$ cat src/design/uart_io_pkg.sv
package uart_io_pkg;

    // --------------------
    // Register map
    // --------------------

    // Word addresses on the data bus
    localparam logic [31:0] STATUS_ADDR = 32'h8000_0000;
    localparam logic [31:0] RXDATA_ADDR = 32'h8000_0004;
    localparam logic [31:0] TXDATA_ADDR = 32'h8000_0008;

    // Bit positions in the status word
    localparam int STAT_TX_READY = 0;
    localparam int STAT_RX_VALID = 1;

    // --------------------
    // Internal buses
    // --------------------

    // Decoder to datapath, valid for one cycle before ack
    typedef struct packed {
        // Read of the status register
        logic       rd_status;
        // Read of the receive data register, also consumes the byte
        logic       rd_rxdata;
        // Load strobe for the transmitter
        logic       wr_tx;
        // Byte lane picked by the lowest set select bit
        logic [7:0] tx_byte;
    } io_req_t;

    // UART state seen by the decoder and the read stage
    typedef struct packed {
        // Transmitter idle and able to take a byte
        logic       tx_ready;
        // A received byte is being held
        logic       rx_valid;
        // The held byte
        logic [7:0] rx_byte;
    } uart_status_t;

endpackage

$ cat src/design/io_addr_decode.sv
`timescale 1ns/100ps

module io_addr_decode
    import uart_io_pkg::*;
(
    input  logic         Clock,
    input  logic         arst_n,
    input  logic         wb_cyc,
    input  logic         wb_stb,
    input  logic         wb_we,
    input  logic [31:0]  wb_adr,
    input  logic [31:0]  wb_dat_w,
    input  logic [3:0]   wb_sel,
    input  uart_status_t status,
    output io_req_t      req,
    output logic         wb_ack
);

    logic       bus_req;
    logic       pending;
    logic       hit_status;
    logic       hit_rxdata;
    logic       hit_txdata;
    logic       tx_hold;
    logic       issue;
    logic [7:0] lane_byte;

    assign bus_req    = wb_cyc & wb_stb;
    assign hit_status = (wb_adr == STATUS_ADDR);
    assign hit_rxdata = (wb_adr == RXDATA_ADDR);
    assign hit_txdata = (wb_adr == TXDATA_ADDR);

    // Transmit writes wait here until the transmitter is idle
    assign tx_hold = wb_we & hit_txdata & ~status.tx_ready;

    // One request per bus cycle, ack follows on the next edge
    assign issue = bus_req & ~pending & ~tx_hold;

    // Lowest set select bit wins the lane
    always_comb
    begin
        if (wb_sel[0])
            lane_byte = wb_dat_w[7:0];
        else if (wb_sel[1])
            lane_byte = wb_dat_w[15:8];
        else if (wb_sel[2])
            lane_byte = wb_dat_w[23:16];
        else if (wb_sel[3])
            lane_byte = wb_dat_w[31:24];
        else
            lane_byte = wb_dat_w[7:0];
    end

    always_comb
    begin
        req.rd_status = issue & ~wb_we & hit_status;
        req.rd_rxdata = issue & ~wb_we & hit_rxdata;
        req.wr_tx     = issue & wb_we & hit_txdata;
        req.tx_byte   = lane_byte;
    end

    // --------------------
    // Handshake state
    // --------------------

    // Pending stays set until the master drops stb after its ack
    always_ff @(posedge Clock or negedge arst_n)
    begin
        if (!arst_n)
        begin
            pending <= 1'b0;
            wb_ack  <= 1'b0;
        end
        else
        begin
            wb_ack <= issue;
            if (!bus_req)
                pending <= 1'b0;
            else if (issue)
                pending <= 1'b1;
        end
    end

endmodule

$ cat src/design/io_read_mux.sv
`timescale 1ns/100ps

module io_read_mux
    import uart_io_pkg::*;
(
    input  logic         Clock,
    input  logic         arst_n,
    input  io_req_t      req,
    input  uart_status_t status,
    output logic [31:0]  wb_dat_r
);

    logic [31:0] next_word;

    // --------------------
    // Read data select
    // --------------------

    // Anything not decoded as a read gives zero
    always_comb
    begin
        next_word = '0;
        if (req.rd_status)
        begin
            next_word[STAT_TX_READY] = status.tx_ready;
            next_word[STAT_RX_VALID] = status.rx_valid;
        end
        else if (req.rd_rxdata && status.rx_valid)
        begin
            // Empty receive register reads as zero
            next_word[7:0] = status.rx_byte;
        end
    end

    // Registered on the request cycle so data lines up with ack
    always_ff @(posedge Clock or negedge arst_n)
    begin
        if (!arst_n)
            wb_dat_r <= '0;
        else
            wb_dat_r <= next_word;
    end

endmodule

$ cat src/design/uart_io_top.sv
`timescale 1ns/100ps

module uart_io_top
    import uart_io_pkg::*;
#(
    parameter int CLKS_PER_BIT = 16
)
(
    input  logic        Clock,
    input  logic        arst_n,
    input  logic        wb_cyc,
    input  logic        wb_stb,
    input  logic        wb_we,
    input  logic [31:0] wb_adr,
    input  logic [31:0] wb_dat_w,
    input  logic [3:0]  wb_sel,
    output logic [31:0] wb_dat_r,
    output logic        wb_ack,
    input  logic        ser_in,
    output logic        ser_out
);

    io_req_t      req;
    uart_status_t status;
    logic         tx_ready;
    logic         rx_valid;
    logic [7:0]   rx_byte;

    // Collect both UART halves into one status bundle
    assign status = '{tx_ready: tx_ready, rx_valid: rx_valid, rx_byte: rx_byte};

    io_addr_decode io_addr_decode_i (
        .Clock    (Clock),
        .arst_n   (arst_n),
        .wb_cyc   (wb_cyc),
        .wb_stb   (wb_stb),
        .wb_we    (wb_we),
        .wb_adr   (wb_adr),
        .wb_dat_w (wb_dat_w),
        .wb_sel   (wb_sel),
        .status   (status),
        .req      (req),
        .wb_ack   (wb_ack)
    );

    uart_tx #(
        .CLKS_PER_BIT (CLKS_PER_BIT)
    ) uart_tx_i (
        .Clock    (Clock),
        .arst_n   (arst_n),
        .req      (req),
        .tx_ready (tx_ready),
        .ser_out  (ser_out)
    );

    uart_rx #(
        .CLKS_PER_BIT (CLKS_PER_BIT)
    ) uart_rx_i (
        .Clock    (Clock),
        .arst_n   (arst_n),
        .ser_in   (ser_in),
        .req      (req),
        .rx_valid (rx_valid),
        .rx_byte  (rx_byte)
    );

    io_read_mux io_read_mux_i (
        .Clock    (Clock),
        .arst_n   (arst_n),
        .req      (req),
        .status   (status),
        .wb_dat_r (wb_dat_r)
    );

endmodule

$ cat src/design/uart_rx.sv
`timescale 1ns/100ps

module uart_rx
    import uart_io_pkg::*;
#(
    parameter int CLKS_PER_BIT = 16
)
(
    input  logic       Clock,
    input  logic       arst_n,
    input  logic       ser_in,
    input  io_req_t    req,
    output logic       rx_valid,
    output logic [7:0] rx_byte
);

    localparam int               CNT_W     = $clog2(CLKS_PER_BIT);
    localparam logic [CNT_W-1:0] BAUD_LAST = CNT_W'(CLKS_PER_BIT - 1);
    localparam logic [CNT_W-1:0] HALF_LAST = CNT_W'(CLKS_PER_BIT / 2 - 1);

    typedef enum logic [1:0] {
        RX_IDLE,
        RX_START,
        RX_DATA,
        RX_STOP
    } rx_state_t;

    rx_state_t        state;
    logic             rx_meta;
    logic             rx_sync;
    logic             rx_last;
    logic [CNT_W-1:0] baud_cnt;
    logic [2:0]       bit_cnt;
    logic [7:0]       shift;
    logic             bit_end;
    logic             byte_done;

    // --------------------
    // Synchronizer
    // --------------------

    always_ff @(posedge Clock or negedge arst_n)
    begin
        if (!arst_n)
        begin
            rx_meta <= 1'b1;
            rx_sync <= 1'b1;
            rx_last <= 1'b1;
        end
        else
        begin
            rx_meta <= ser_in;
            rx_sync <= rx_meta;
            rx_last <= rx_sync;
        end
    end

    // Half a bit for the start check, a full bit afterwards
    assign bit_end   = (state == RX_START) ? (baud_cnt == HALF_LAST)
                                           : (baud_cnt == BAUD_LAST);
    assign byte_done = (state == RX_STOP) & bit_end & rx_sync;

    // --------------------
    // Frame FSM
    // --------------------

    always_ff @(posedge Clock or negedge arst_n)
    begin
        if (!arst_n)
        begin
            state    <= RX_IDLE;
            baud_cnt <= '0;
            bit_cnt  <= '0;
        end
        else
        begin
            baud_cnt <= bit_end ? '0 : baud_cnt + 1'b1;
            case (state)
                RX_IDLE:
                begin
                    baud_cnt <= '0;
                    if (rx_last && !rx_sync)
                        state <= RX_START;
                end
                RX_START:
                begin
                    // A glitch shorter than half a bit goes back to idle
                    if (bit_end)
                    begin
                        bit_cnt <= '0;
                        state   <= rx_sync ? RX_IDLE : RX_DATA;
                    end
                end
                RX_DATA:
                begin
                    if (bit_end)
                    begin
                        bit_cnt <= bit_cnt + 3'd1;
                        if (bit_cnt == 3'd7)
                            state <= RX_STOP;
                    end
                end
                default:
                begin
                    // Stop bit sampled, bad frames are simply dropped
                    if (bit_end)
                        state <= RX_IDLE;
                end
            endcase
        end
    end

    // LSB arrives first
    always_ff @(posedge Clock)
    begin
        if (state == RX_DATA && bit_end)
            shift <= {rx_sync, shift[7:1]};
        if (byte_done)
            rx_byte <= shift;
    end

    // A new byte wins over a read in the same cycle
    always_ff @(posedge Clock or negedge arst_n)
    begin
        if (!arst_n)
            rx_valid <= 1'b0;
        else if (byte_done)
            rx_valid <= 1'b1;
        else if (req.rd_rxdata)
            rx_valid <= 1'b0;
    end

endmodule

$ cat src/design/uart_tx.sv
`timescale 1ns/100ps

module uart_tx
    import uart_io_pkg::*;
#(
    parameter int CLKS_PER_BIT = 16
)
(
    input  logic    Clock,
    input  logic    arst_n,
    input  io_req_t req,
    output logic    tx_ready,
    output logic    ser_out
);

    localparam int               CNT_W     = $clog2(CLKS_PER_BIT);
    localparam logic [CNT_W-1:0] BAUD_LAST = CNT_W'(CLKS_PER_BIT - 1);
    // Start, eight data bits, stop
    localparam logic [3:0]       LAST_BIT  = 4'd9;

    logic             busy;
    logic [CNT_W-1:0] baud_cnt;
    logic [3:0]       bit_cnt;
    logic [9:0]       frame;
    logic             bit_end;

    assign bit_end  = (baud_cnt == BAUD_LAST);
    assign tx_ready = ~busy;

    // Line is driven straight from the bottom of the frame register
    assign ser_out = frame[0];

    // --------------------
    // Frame shifter
    // --------------------

    always_ff @(posedge Clock or negedge arst_n)
    begin
        if (!arst_n)
        begin
            busy     <= 1'b0;
            baud_cnt <= '0;
            bit_cnt  <= '0;
            // All ones keeps the line idle high
            frame    <= '1;
        end
        else if (!busy)
        begin
            if (req.wr_tx)
            begin
                busy     <= 1'b1;
                baud_cnt <= '0;
                bit_cnt  <= '0;
                frame    <= {1'b1, req.tx_byte, 1'b0};
            end
        end
        else if (bit_end)
        begin
            baud_cnt <= '0;
            bit_cnt  <= bit_cnt + 4'd1;
            // Shift in ones so the line returns high after stop
            frame    <= {1'b1, frame[9:1]};
            if (bit_cnt == LAST_BIT)
                busy <= 1'b0;
        end
        else
        begin
            baud_cnt <= baud_cnt + 1'b1;
        end
    end

endmodule

$ cat config.mk
export PLATFORM = sky130hd
export DESIGN_NAME = uart_io_top
export DESIGN_NICKNAME = d
export VERILOG_FILES = /design/src/design/uart_io_pkg.sv /design/src/design/io_addr_decode.sv /design/src/design/io_read_mux.sv /design/src/design/uart_io_top.sv /design/src/design/uart_rx.sv /design/src/design/uart_tx.sv
export SDC_FILE = /design/constraint.sdc
export NUM_CORES = 1
export LEC_CHECK = 0
export ABC_AREA = 1
export BUFFER_PORTS_ARGS = -buffer_cell sky130_fd_sc_hd__buf_2
export CORE_MARGIN = 2
export CORE_UTILIZATION = 50
export DETAILED_ROUTE_END_ITERATION = 10
export GPL_TIMING_DRIVEN = 0
export PLACE_DENSITY = 0.81
export SETUP_SLACK_MARGIN = 0.02
export SLEW_MARGIN = 20
export SYNTH_ARGS = -nofsm -noshare
export SYNTH_HDL_FRONTEND = slang
export SYNTH_SLANG_ARGS = --single-unit
$ cat constraint.sdc
create_clock -name Clock -period 2.55 [get_ports Clock]
set_input_delay 0.255 -clock Clock [delete_from_list [all_inputs] [get_ports Clock]]
set_output_delay 0.255 -clock Clock [all_outputs]
set_load 0.02 [all_outputs]
Word level (Yosys, flattened, before mapping)
Cells that the tools add are included.

Eq/ne operators: 17. Divide/modulo/power cells: 0. Add/subtract/negate cells: 4. Bitwise logic cells: 16. Muxes and demuxes: 36. Shift-type cells: 0. Reduce and logical (&&, ||, !) cells: 12. $lt $le $gt $ge: 0. Multiply operators: 0.

Operator list (count): 32-bit equality test (second input constant) (3); 8-bit two-way mux (5); 10-bit two-way mux (3); 4-bit two-way mux (7); 2-bit two-way mux (7); 4-bit by 1-bit adder with 4-bit output (second input constant) (3); 1-bit bitwise AND (12); 4-bit equality test (second input constant) (3); 1-bit two-way mux (9); 2-bit by 1-bit inequality test with 1-bit output (second input constant) (4); 2-bit nonzero test (4); 3-bit two-way mux (2); 6-bit two-way mux (1); 2-bit one-hot mux with 3 select lines (1); 3-bit one-hot mux with 2 select lines (1); 5-bit AND reduction (1); 2-bit equality test (second input constant) (2); 4-bit by 3-bit equality test with 1-bit output (second input constant) (1); 2-bit inequality test (second input constant) (2); 1-bit NOT (4); 3-bit by 1-bit adder with 3-bit output (second input constant) (1); 3-bit equality test (second input constant) (1); 1-bit logical AND (3); 3-bit AND reduction (1); 4 further kinds (4).

Memories kept: 0. Output and inout bits: 34. Input port bits: 74. Bits in latches: 0. Register bits after elaboration: 58. Logic and storage cells: 101. RAM bits: 0. Memory bits (read-only): 0.

Depth between registers and ports, before layout
Gate-level depths: netlist of run 1.

Depth in word-level cells: 10. Depth in mapped cells: 12.

By module
A second synthesis of run 1 with hierarchy kept.

Cells, all modules: 391. Area, all modules: 3114.2 um^2.

Modules (own cells, without submodules): uart_rx (cells an instance 83, times used 1, sequential area each 809.5 um^2, area each 1081.0 um^2); uart_tx (cells an instance 126, times used 1, sequential area each 461.7 um^2, area each 937.1 um^2); io_addr_decode (cells an instance 126, times used 1, sequential area each 50.0 um^2, area each 608.1 um^2); io_read_mux (cells an instance 56, times used 1, sequential area each 200.2 um^2, area each 488.0 um^2).

Least setup slack after synthesis of run 1
OpenSTA, ideal clock, no wires.

Path type: register to register. Start point: register uart_rx_i.state[1]. End point: register uart_rx_i.rx_byte[0], enable pin. Setup slack: 0.633 ns. Data arrival time: 1.532 ns. Required time: 2.165 ns. Cell stages (with the launch flop): 6. Cells stage by stage: dfrtp_1 -> inv_1 -> ha_1 -> xor2_1 -> nand2_1 -> nor3_1.

Longest elaborated chain between the ends: 4. Elaborated cells on any way between the ends: 5.

RTL lines: from (decl) (line uart_rx.sv:28) `rx_state_t state;`; from (signal assigned) (line uart_rx.sv:91) `state <= rx_sync ? RX_IDLE : RX_DATA;`; 2-bit by 1-bit equality test with 1-bit output (line uart_rx.sv:59) `assign bit_end = (state == RX_START) ? (baud_cnt == HALF_LAST)`; 1-bit two-way mux (line uart_rx.sv:59); 1-bit bitwise AND * (2 in a row) (line uart_rx.sv:61) `assign byte_done = (state == RX_STOP) & bit_end & rx_sync;`; via uart_rx_i.byte_done (line uart_rx.sv:36) `logic byte_done;`; to (signal assigned) (line uart_rx.sv:119) `rx_byte <= shift;`; to (decl) (line uart_rx.sv:14) `output logic [7:0] rx_byte`.

The timed path passes the listed nets; every way through them passes the cells marked *. A chain may end at the register's enable or synchronous reset.

Worst setup path after layout of run 1
Start point: register uart_rx_i.state[1]. End point: register uart_rx_i.shift[4], enable pin.

Longest elaborated chain between the ends: 3. Elaborated cells on any way between the ends: 4.

RTL lines: 2-bit by 1-bit equality test with 1-bit output (line uart_rx.sv:59); 1-bit two-way mux (line uart_rx.sv:59); 1-bit logical AND * (line uart_rx.sv:116) `if (state == RX_DATA && bit_end)`; to (signal assigned) (line uart_rx.sv:117) `shift <= {rx_sync, shift[7:1]};`; to (decl) (line uart_rx.sv:34) `logic [7:0] shift;`.

Mark *: on every way between the ends. The rest lies on a longest branch, timed or not.

==> results, run 1 <==
- The static leakage power is 0.00196 uW.
- The routed length per placed instance is 12.2 microns.
- The clock input transition at the sequential cells of the worst setup and hold paths is around 70 ps.
- For the worst-skew pair, the clock arrives at the later sink with an insertion delay of 330 ps.
- The post-DP HPWL is roughly 5.1 mm.
- The core occupancy in the finished layout is between 60% and 70%.
- The cell area after synthesis is approximately 3100 sq um.
- The number of cells on the worst reg-to-reg path is 5.
- The final number of hold-violating endpoints is 0.
- The H-tree was split into 3 levels.
- The category of the most critical setup path is flip-flop to flip-flop.
- The cell at the root of the clock tree is clkbuf_8.
- The area of the core region is ~6000 sq um.
- Leaving out filler cells and counting taps, the final layout contains approximately 540.
- The max-capacitance violation count is 0.
- The die is 82.7 microns tall.
- After synthesis, the cell types taking the most area are dfrtp_1 23%, edfxtp_1 16%, dfstp_2 10%.
- The die area is about 6800 sq um.
- After routing, the total negative slack on setup checks comes to 0 ps.
- In the final layout, flip-flops and latches occupy 1520 sq um.
- Synthesis handed over a netlist of 341 instances.
- The logic depth of the worst path, buffers included is 5.
- dfrtp_1 takes more of the synthesized area than any other cell.
- In this run the most used layer during global routing was met2.
- In the layout the commonest cells are 86 x buf_2, 54 x nand2_1, 47 x nor2_1, 37 x o21ai_0, 33 x inv_1.
- In this run the tightest slew margin relative to its limit is 42.1%.
- Synthesis instantiated 38 different standard cells from the library.
- After global routing the overflow that remains totals 0.
- Walking the worst path, the cells encountered are inv_1 > ha_1 > xor2_1 > nand2_1 > nor2_1.
- The number of global-route vias before repair is roughly 2.3k.
- The launching element type of the critical path is a flip-flop.
- Once the floorplan was initialized, standard cells occupied about 52% of the core.
- A synthesized cell averages 9.07 sq um.
- The first routing iteration left 83 violations.
- The minimum setup slack after placement is 208 ps.
- Summing the sequential cell areas from Yosys gives 49.2% of the chip area.
- The setup clock skew after layout is 8.03 ps.
- The wire length of the first global-routing pass is 9.71 mm.
- No sink is reached through more buffers than the 2 on the longest clock path.
- The remaining design rule violation count is 0.
- The worst hold-check path type is primary input to asynchronous set/reset pin.
- The congestion estimate from routability-driven global placement came to a little under 0.9.
- The clock drives 57 sinks.
- The multi-input combinational cells in the finished layout cover a total of ~1300 sq um.
- The total of flip-flops plus latches after synthesis is 57.
- At the end of the flow, the number of nets in the layout was about 540.
- Global routing used 5.65% of the available met3 tracks.
- between 100 and 150 I/O pins were placed.
- The total of buffers placed on input and output ports is 82.
- The final-report max-slew violation count came to 0.
- The run finished with clean final reports.
- The final-layout fill cell count is roughly 490.
- The die is 82.7 microns wide.
- The critical path's top delay family is simple AND/OR/NAND/NOR gates.
- For this block, the routed nets add up to 6.56 mm of wire.
- The number of placed instances with taps included is 521.
- The post-route netlist has a little over a third of its cells at a drive strength greater than 1.
- The number of cells upsized or downsized after cts is 0.
- The synthesis-to-layout area growth is 25.8%.
- The critical path buffer and inverter count is 1.
- Across all setup checks in the final design, the least slack found is 519 ps.
- The placement row count is 28.
- The CTS tree is built.
- Data on the critical path arrives at its endpoint at 1990 ps.
- Along the worst path, the maximum fanout reaches 11.
- The initial antenna violation count came to 0.
- The power per cell area is just under 600 nW/um^2.
- Counting the buffers created by CTS gives 9.
- The portion of the clock cycle consumed by the worst path in the final layout is 79.6%.
- The flop-to-flop setup slack is 520 ps.
- The global-route track usage on met2 is 37.7%.
- The delay of the slowest cell on the worst path is 630 ps.
- The all-layer global routing usage is 19.5%.
- The largest voltage drop on the vdd net is roughly 0.00056 V.
- For this run, the number of Yosys warnings is 0.
- The critical path capture point type is a flip-flop.
- The worst path needs 2030 ps of the cycle, external delays included.
- The antenna diode count is 0.
- The number of setup violations in the final report is 0.
- Derived from the worst setup path, the maximum achievable clock frequency is 492 MHz.
- At the pin with the least slew margin, the transition time is 869 ps.
- The number of antenna-violating nets in the routed design is 0.
- The total number of vias is 2512.
- The required time at the endpoint of the critical path is between 2000 and 3000 ps.
- The slowest library cell on the worst path is nor2_1.
- Entering global routing, the biggest net connects 42 pins.
- Global routing consumed, on the met1 layer, 18.8% of the routing resources.
- In this run the post-CTS setup repair buffer count came out at 0.
- Setup repair after global routing left no endpoint under its margin.
- In the routed layout, each cell is associated on average with a via count of 4.67.
- The number of iterations in the first detailed-routing pass is 4.
- In this run the biggest area consumer among cell types represents 23.5% of the synthesized area.
- The library cell used most frequently in the layout, excluding fill and tap cells, is buf_2.
-- cells in the mapped netlist --
cell and instances:
o21ai_0 37, edfxtp_1 16, o22ai_1 3, mux2i_1 1, buf_4 24, buf_2 4
nand2_4 1, a21oi_2 6, a32o_1 2, nand2_2 1, o21a_1 2, nand3_1 15
inv_2 2, conb_1 1, xnor2_1 1, clkbuf_1 3, o211ai_1 5, nand4_4 1
clkbuf_8 1, o2111ai_1 1, nand2_1 54, o211ai_2 1, xor2_1 4, nor2_4 2
a31oi_4 1, o21bai_1 1, a21oi_1 11, nor2_2 3, dfrtp_1 29, inv_1 33
nand3_2 2, dfstp_2 12, buf_12 1, o21ai_2 1, ha_1 10, nor3_1 1
nor2_1 47, nor3_2 1
-- power breakdown --
group          leakage, uW  internal [uW]  switching (uW)
Combinational      0.00124            170             250
Sequential        0.000619            981            34.7
Clock             0.000101            450             362
Total              0.00196           1600             646
-- registers in the layout (all words and copies together) (netlist names), 2 cells and up --
register	count
uart_tx_i.bit_cnt	4
uart_rx_i.state	2
uart_rx_i.bit_cnt	3
uart_rx_i.baud_cnt	4
uart_tx_i.baud_cnt	4
uart_rx_i.shift	8
uart_tx_i.frame	9
io_read_mux_i.wb_dat_r	8
uart_rx_i.rx_byte	8
-- stage by stage --
step	hold WS, ps	power (uW)	instance area [sq um]
CTS	58.9	2270	3890
global route	96.5	2380	3890
global placement	350	1430	3680
floorplan	-40.6	1310	3180
finish	41.0	2250	3890
detailed placement	353	1450	3680
-- kinds of logic (layout without fill, tap and decap cells) --
family / Yosys count / after routing / share of synthesized area, %
AOI/OAI and AO/OA: 71 / 71 / 14.3
xor gates and xnor gates: 5 / 5 / 1.42
adders and majority gates: 10 / 10 / 4.05
buffers and inverters: 68 / 167 / 12.2
DFF: 57 / 57 / 49.2
muxes: 1 / 1 / 0.324
other: 1 / 24 / 0.121
and+or+nand+nor: 128 / 128 / 18.4
-- metal layers --
layer | up-vias | part of all wire [%]
met1 | 1109 | 38
li1 | 1306 | -
met3 | 10 | 7.1
met4 | 0 | 1.7
met2 | 87 | 54
met5 | - | 0
-- worst paths after layout --
path | startpoint | endpoint
max in group asynchronous | arst_n | uart_rx_i.baud_cnt[3]$_DFF_PN0_
hold reg to reg | uart_rx_i.rx_meta$_DFF_PN1_ | uart_rx_i.rx_sync$_DFF_PN1_
setup reg to reg | uart_rx_i.state[1]$_DFFE_PN0P_ | uart_rx_i.shift[4]$_DFFE_PP_
min in group Clock | wb_cyc | io_addr_decode_i.pending$_DFFE_PN0P_
hold / removal | arst_n | uart_rx_i.bit_cnt[2]$_DFFE_PN0P_
setup / recovery | uart_rx_i.state[1]$_DFFE_PN0P_ | uart_rx_i.shift[4]$_DFFE_PP_
-- layout make-up --
class	count	share of cell area [%]
plain buffers	33	6.30
clock buffers	9	3.18
clock inverters	7	1.80
inverters	35	3.38
multi-input cells	239	33.0
flip-flops and latches	57	39.1
well taps	75	2.41
repair buffers	83	10.8
-- timing repair --
item | in CTS | in global routing
hold endpoints to repair | 1 | 0
hold buffers | 1 | 0
setup endpoints to repair | 0 | 0
(Power assumes the default switching activity.)
==> run 2, diff against run 1 <==
--- a/config.mk
+++ b/config.mk
@@ -8,10 +8,10 @@
 export ABC_AREA = 1
 export BUFFER_PORTS_ARGS = -buffer_cell sky130_fd_sc_hd__buf_2
 export CORE_MARGIN = 2
-export CORE_UTILIZATION = 50
+export CORE_UTILIZATION = 45
 export DETAILED_ROUTE_END_ITERATION = 10
 export GPL_TIMING_DRIVEN = 0
-export PLACE_DENSITY = 0.81
+export PLACE_DENSITY = 0.77
 export SETUP_SLACK_MARGIN = 0.02
 export SLEW_MARGIN = 20
 export SYNTH_ARGS = -nofsm -noshare
==> constraint.sdc (replaced) <==
create_clock -name Clock -period 1.8 [get_ports Clock]
set_input_delay 0.18 -clock Clock [delete_from_list [all_inputs] [get_ports Clock]]
set_output_delay 0.18 -clock Clock [all_outputs]
set_load 0.02 [all_outputs]
==> results, run 2 (synthesis results as in run 1) <==
- The flow ran to the end, and the final reports show no timing, DRC or antenna violations.
- The required time at the endpoint of the critical path is around 2000 ps.
- The net total in the final layout is 545.
- VDD sags by at most about 0.00058 V.
- The slowest stage of the critical path is the dfrtp_1 cell.
- The number of antenna-violating nets in the routed design is 0.
- Compared with the post-synthesis result, the final layout area differs by 30.1%.
- The pre-antenna-repair detailed-routing pass consisted of 4 iterations.
- The clock latency on the worst-skew pair is 330 ps.
- After clock tree synthesis, the clock-pin slew on the worst setup and hold paths is around 70 ps.
- The largest net degree at the start of global routing is 42.
- Leaving out fill and tap cells, the most frequent cells in the layout are 86 x buf_2, 52 x nand2_1, 46 x nor2_1, 35 x o21ai_0, 32 x inv_1.
- The die covers 7550 sq um.
- The cell at the root of the clock tree is clkbuf_8.
- Timing would allow up to between 600 and 700 MHz.
- The I/O pin count is between 100 and 150.
- Setup repair after global routing left no endpoint under its margin.
- TritonCTS built the clock tree.
- The number of antenna diodes in the final layout is 0.
- The maximum net fanout on the critical path is 4.
- The flop-to-flop setup slack is 170 ps.
- Across every metal layer, demand over resource in global routing totals 17.0%.
- After the first detailed-routing iteration, the DRC count stood at 125.
- The area of the core region is 6720 sq um.
- The number of global-route vias before repair is 2428.
- The routed length per placed instance is 11.1 microns.
- The detailed-route wire length is 6.07 mm.
- The register with the most flip-flops in the layout has 9 of them.
- The worst-case reg-to-reg path depth is 8.
- The placer congestion estimate is 0.811.
- Fill cells in the final layout number approximately 600.
- On the worst path, the slowest cell contributes a delay of roughly 420 ps.
- The total of buffers placed on input and output ports is 82.
- Once layout is done, the placed cells without fillers occupy 4030 sq um.
- The worst setup path is captured at a flip-flop.
- For the pin with the worst max-slew slack, the measured transition is 925 ps.
- The most frequent standard cell in the layout excluding fill and tap cells is buf_2.
- The final hold slack is 95.5 ps.
- Clock skew on the completed layout was measured at 8.68 ps.
- No sink is reached through more buffers than the 2 on the longest clock path.
- The number of clock buffers added by TritonCTS is 9.
- The worst register-to-register path begins at uart_rx_i.state[1]$_DFFE_PN0P_.
- The placement row count is 30.
- The total power of the final layout is 3540 uW.
- Setup violations remaining at the end of the flow were counted as 0.
- The final number of hold-violating endpoints came to 0.
- The final critical delay including setup and external delays is 1630 ps.
- The launching element type of the critical path is a flip-flop.
- The clock net sink count is 57.
- The die width is between 80 and 90 microns.
- The ratio of cells with drive above 1 in the final layout is 36.7%.
- The category of the most critical setup path is flip-flop to flip-flop.
- After detailed placement, the total cell area comes to 3690 sq um.
- The path with the worst hold slack has its endpoint at io_addr_decode_i.pending$_DFFE_PN0P_.
- The multi-input combinational cells in the finished layout cover a total of 1340 sq um.
- The starting utilization of the core area is between 40 and 50%.
- Adding up every negative setup slack in the final design gives 0 ps.
- For this design the ratio of total power to cell area is a little under 900 nW/um^2.
- The worst pin sits at a relative slew slack of 38.3%.
- Data arrives at the worst endpoint at between 1500 and 2000 ps.
- The final-report max-slew violation count is 0.
- The routed layout has 2532 vias.
- The worst hold-check path type is primary input to flip-flop.
- The post-DP HPWL is between 4 and 5 mm.
- The max-capacitance violation count is 0.
- The endpoint of the most critical register-to-register path is uart_rx_i.state[1]$_DFFE_PN0P_.
- The clock tree synthesis step divided the H-tree into 3 levels.
- The initial antenna violation count came to 0.
- The number of placed instances, taps included, is 526.
- The portion of the clock cycle consumed by the worst path in the final layout is 90.4%.
- The analysis attributes to cell leakage a power of between 0.0015 and 0.002 uW.
- The register bank with the most flops is uart_tx_i.frame.
- The worst hold path begins at wb_stb.
- The area occupied by registers is 1520 sq um.
- In the routed design, unresolved DRC markers number 0.
- The non-filler instance count after layout is 546.
- Walking the worst path, the cells encountered are inv_2 > ha_4 > xor2_2 > nand2_2 > o21ai_2 > o2111ai_2 > o21ai_1 > o21ai_0.
- The first global-routing pass estimated around 10 mm of wire.
- The worst hold path was traced through 3 stages.
- The vertical die dimension is 86.9 microns.
- The global-route congestion overflow total is 0.
- In the routed layout, each cell is associated on average with a via count of 4.64.
-- run 2: repair_timing --
item	in CTS	in global routing
buffers inserted	1	1
hold endpoints to repair	29	0
resized for setup	5	8
pin swaps	0	2
setup endpoints to repair	20	21
hold buffers	2	0
-- run 2: layout make-up --
| class | instances | area share, % |
|---|---|---|
| Multi-Input combinational cell | 239 | 33.2 |
| Buffer | 33 | 6.09 |
| Clock buffer | 10 | 3.17 |
| Sequential cell | 57 | 37.8 |
| Inverter | 35 | 3.26 |
| Tap cell | 80 | 2.49 |
| Clock inverter | 6 | 2.64 |
| Timing Repair Buffer | 86 | 11.4 |
-- run 2: power by group --
part	switching, uW	internal [uW]	leakage, uW	total [uW]
logic	401	294	0.00127	695
registers	57.4	1390	0.000619	1450
clock network	489	912	0.000114	1400
-- run 2: worst max-delay path, delay by kind of cell (launching register included) --
kind	cells	cell delay (ps)
AO/OA/AOI/OAI	4	540
flip-flops	1	420
adder cells (fa/ha/maj)	1	170
XOR/XNOR	1	140
AND/OR/NAND/NOR	1	140
buffers and inverters	1	110
-- run 2: how the worst max path moves through the flow --
stage / slack (ps) / end / cells after the start / startpoint
after floorplan: 50 / uart_rx_i.shift[0]$_DFFE_PP_ / 5 / uart_rx_i.state[1]$_DFFE_PN0P_
after global placement: -190 / uart_rx_i.shift[6]$_DFFE_PP_ / 5 / uart_rx_i.state[1]$_DFFE_PN0P_
after detailed placement: -330 / uart_rx_i.shift[6]$_DFFE_PP_ / 5 / uart_rx_i.state[1]$_DFFE_PN0P_
after CTS: 10 / uart_rx_i.state[1]$_DFFE_PN0P_ / 8 / uart_rx_i.state[1]$_DFFE_PN0P_
after global routing: 10 / uart_rx_i.state[1]$_DFFE_PN0P_ / 8 / uart_rx_i.state[1]$_DFFE_PN0P_
final: 170 / uart_rx_i.state[1]$_DFFE_PN0P_ / 8 / uart_rx_i.state[1]$_DFFE_PN0P_
-- run 2: per-layer routing --
layer | track usage (%) | wire length (microns)
met5 | 0 | 0
met4 | 6.68 | 62
met3 | 5.21 | 375
met2 | 31.9 | 3220
met1 | 17.3 | 2410
-- run 2: through the flow --
step	worst slack, ps	util (%)
after floorplan	53.0	-
after global placement	-193	55.0
after detailed placement	-326	55.0
after CTS	12.2	59.4
after global routing	14.7	59.9
final	173	59.9
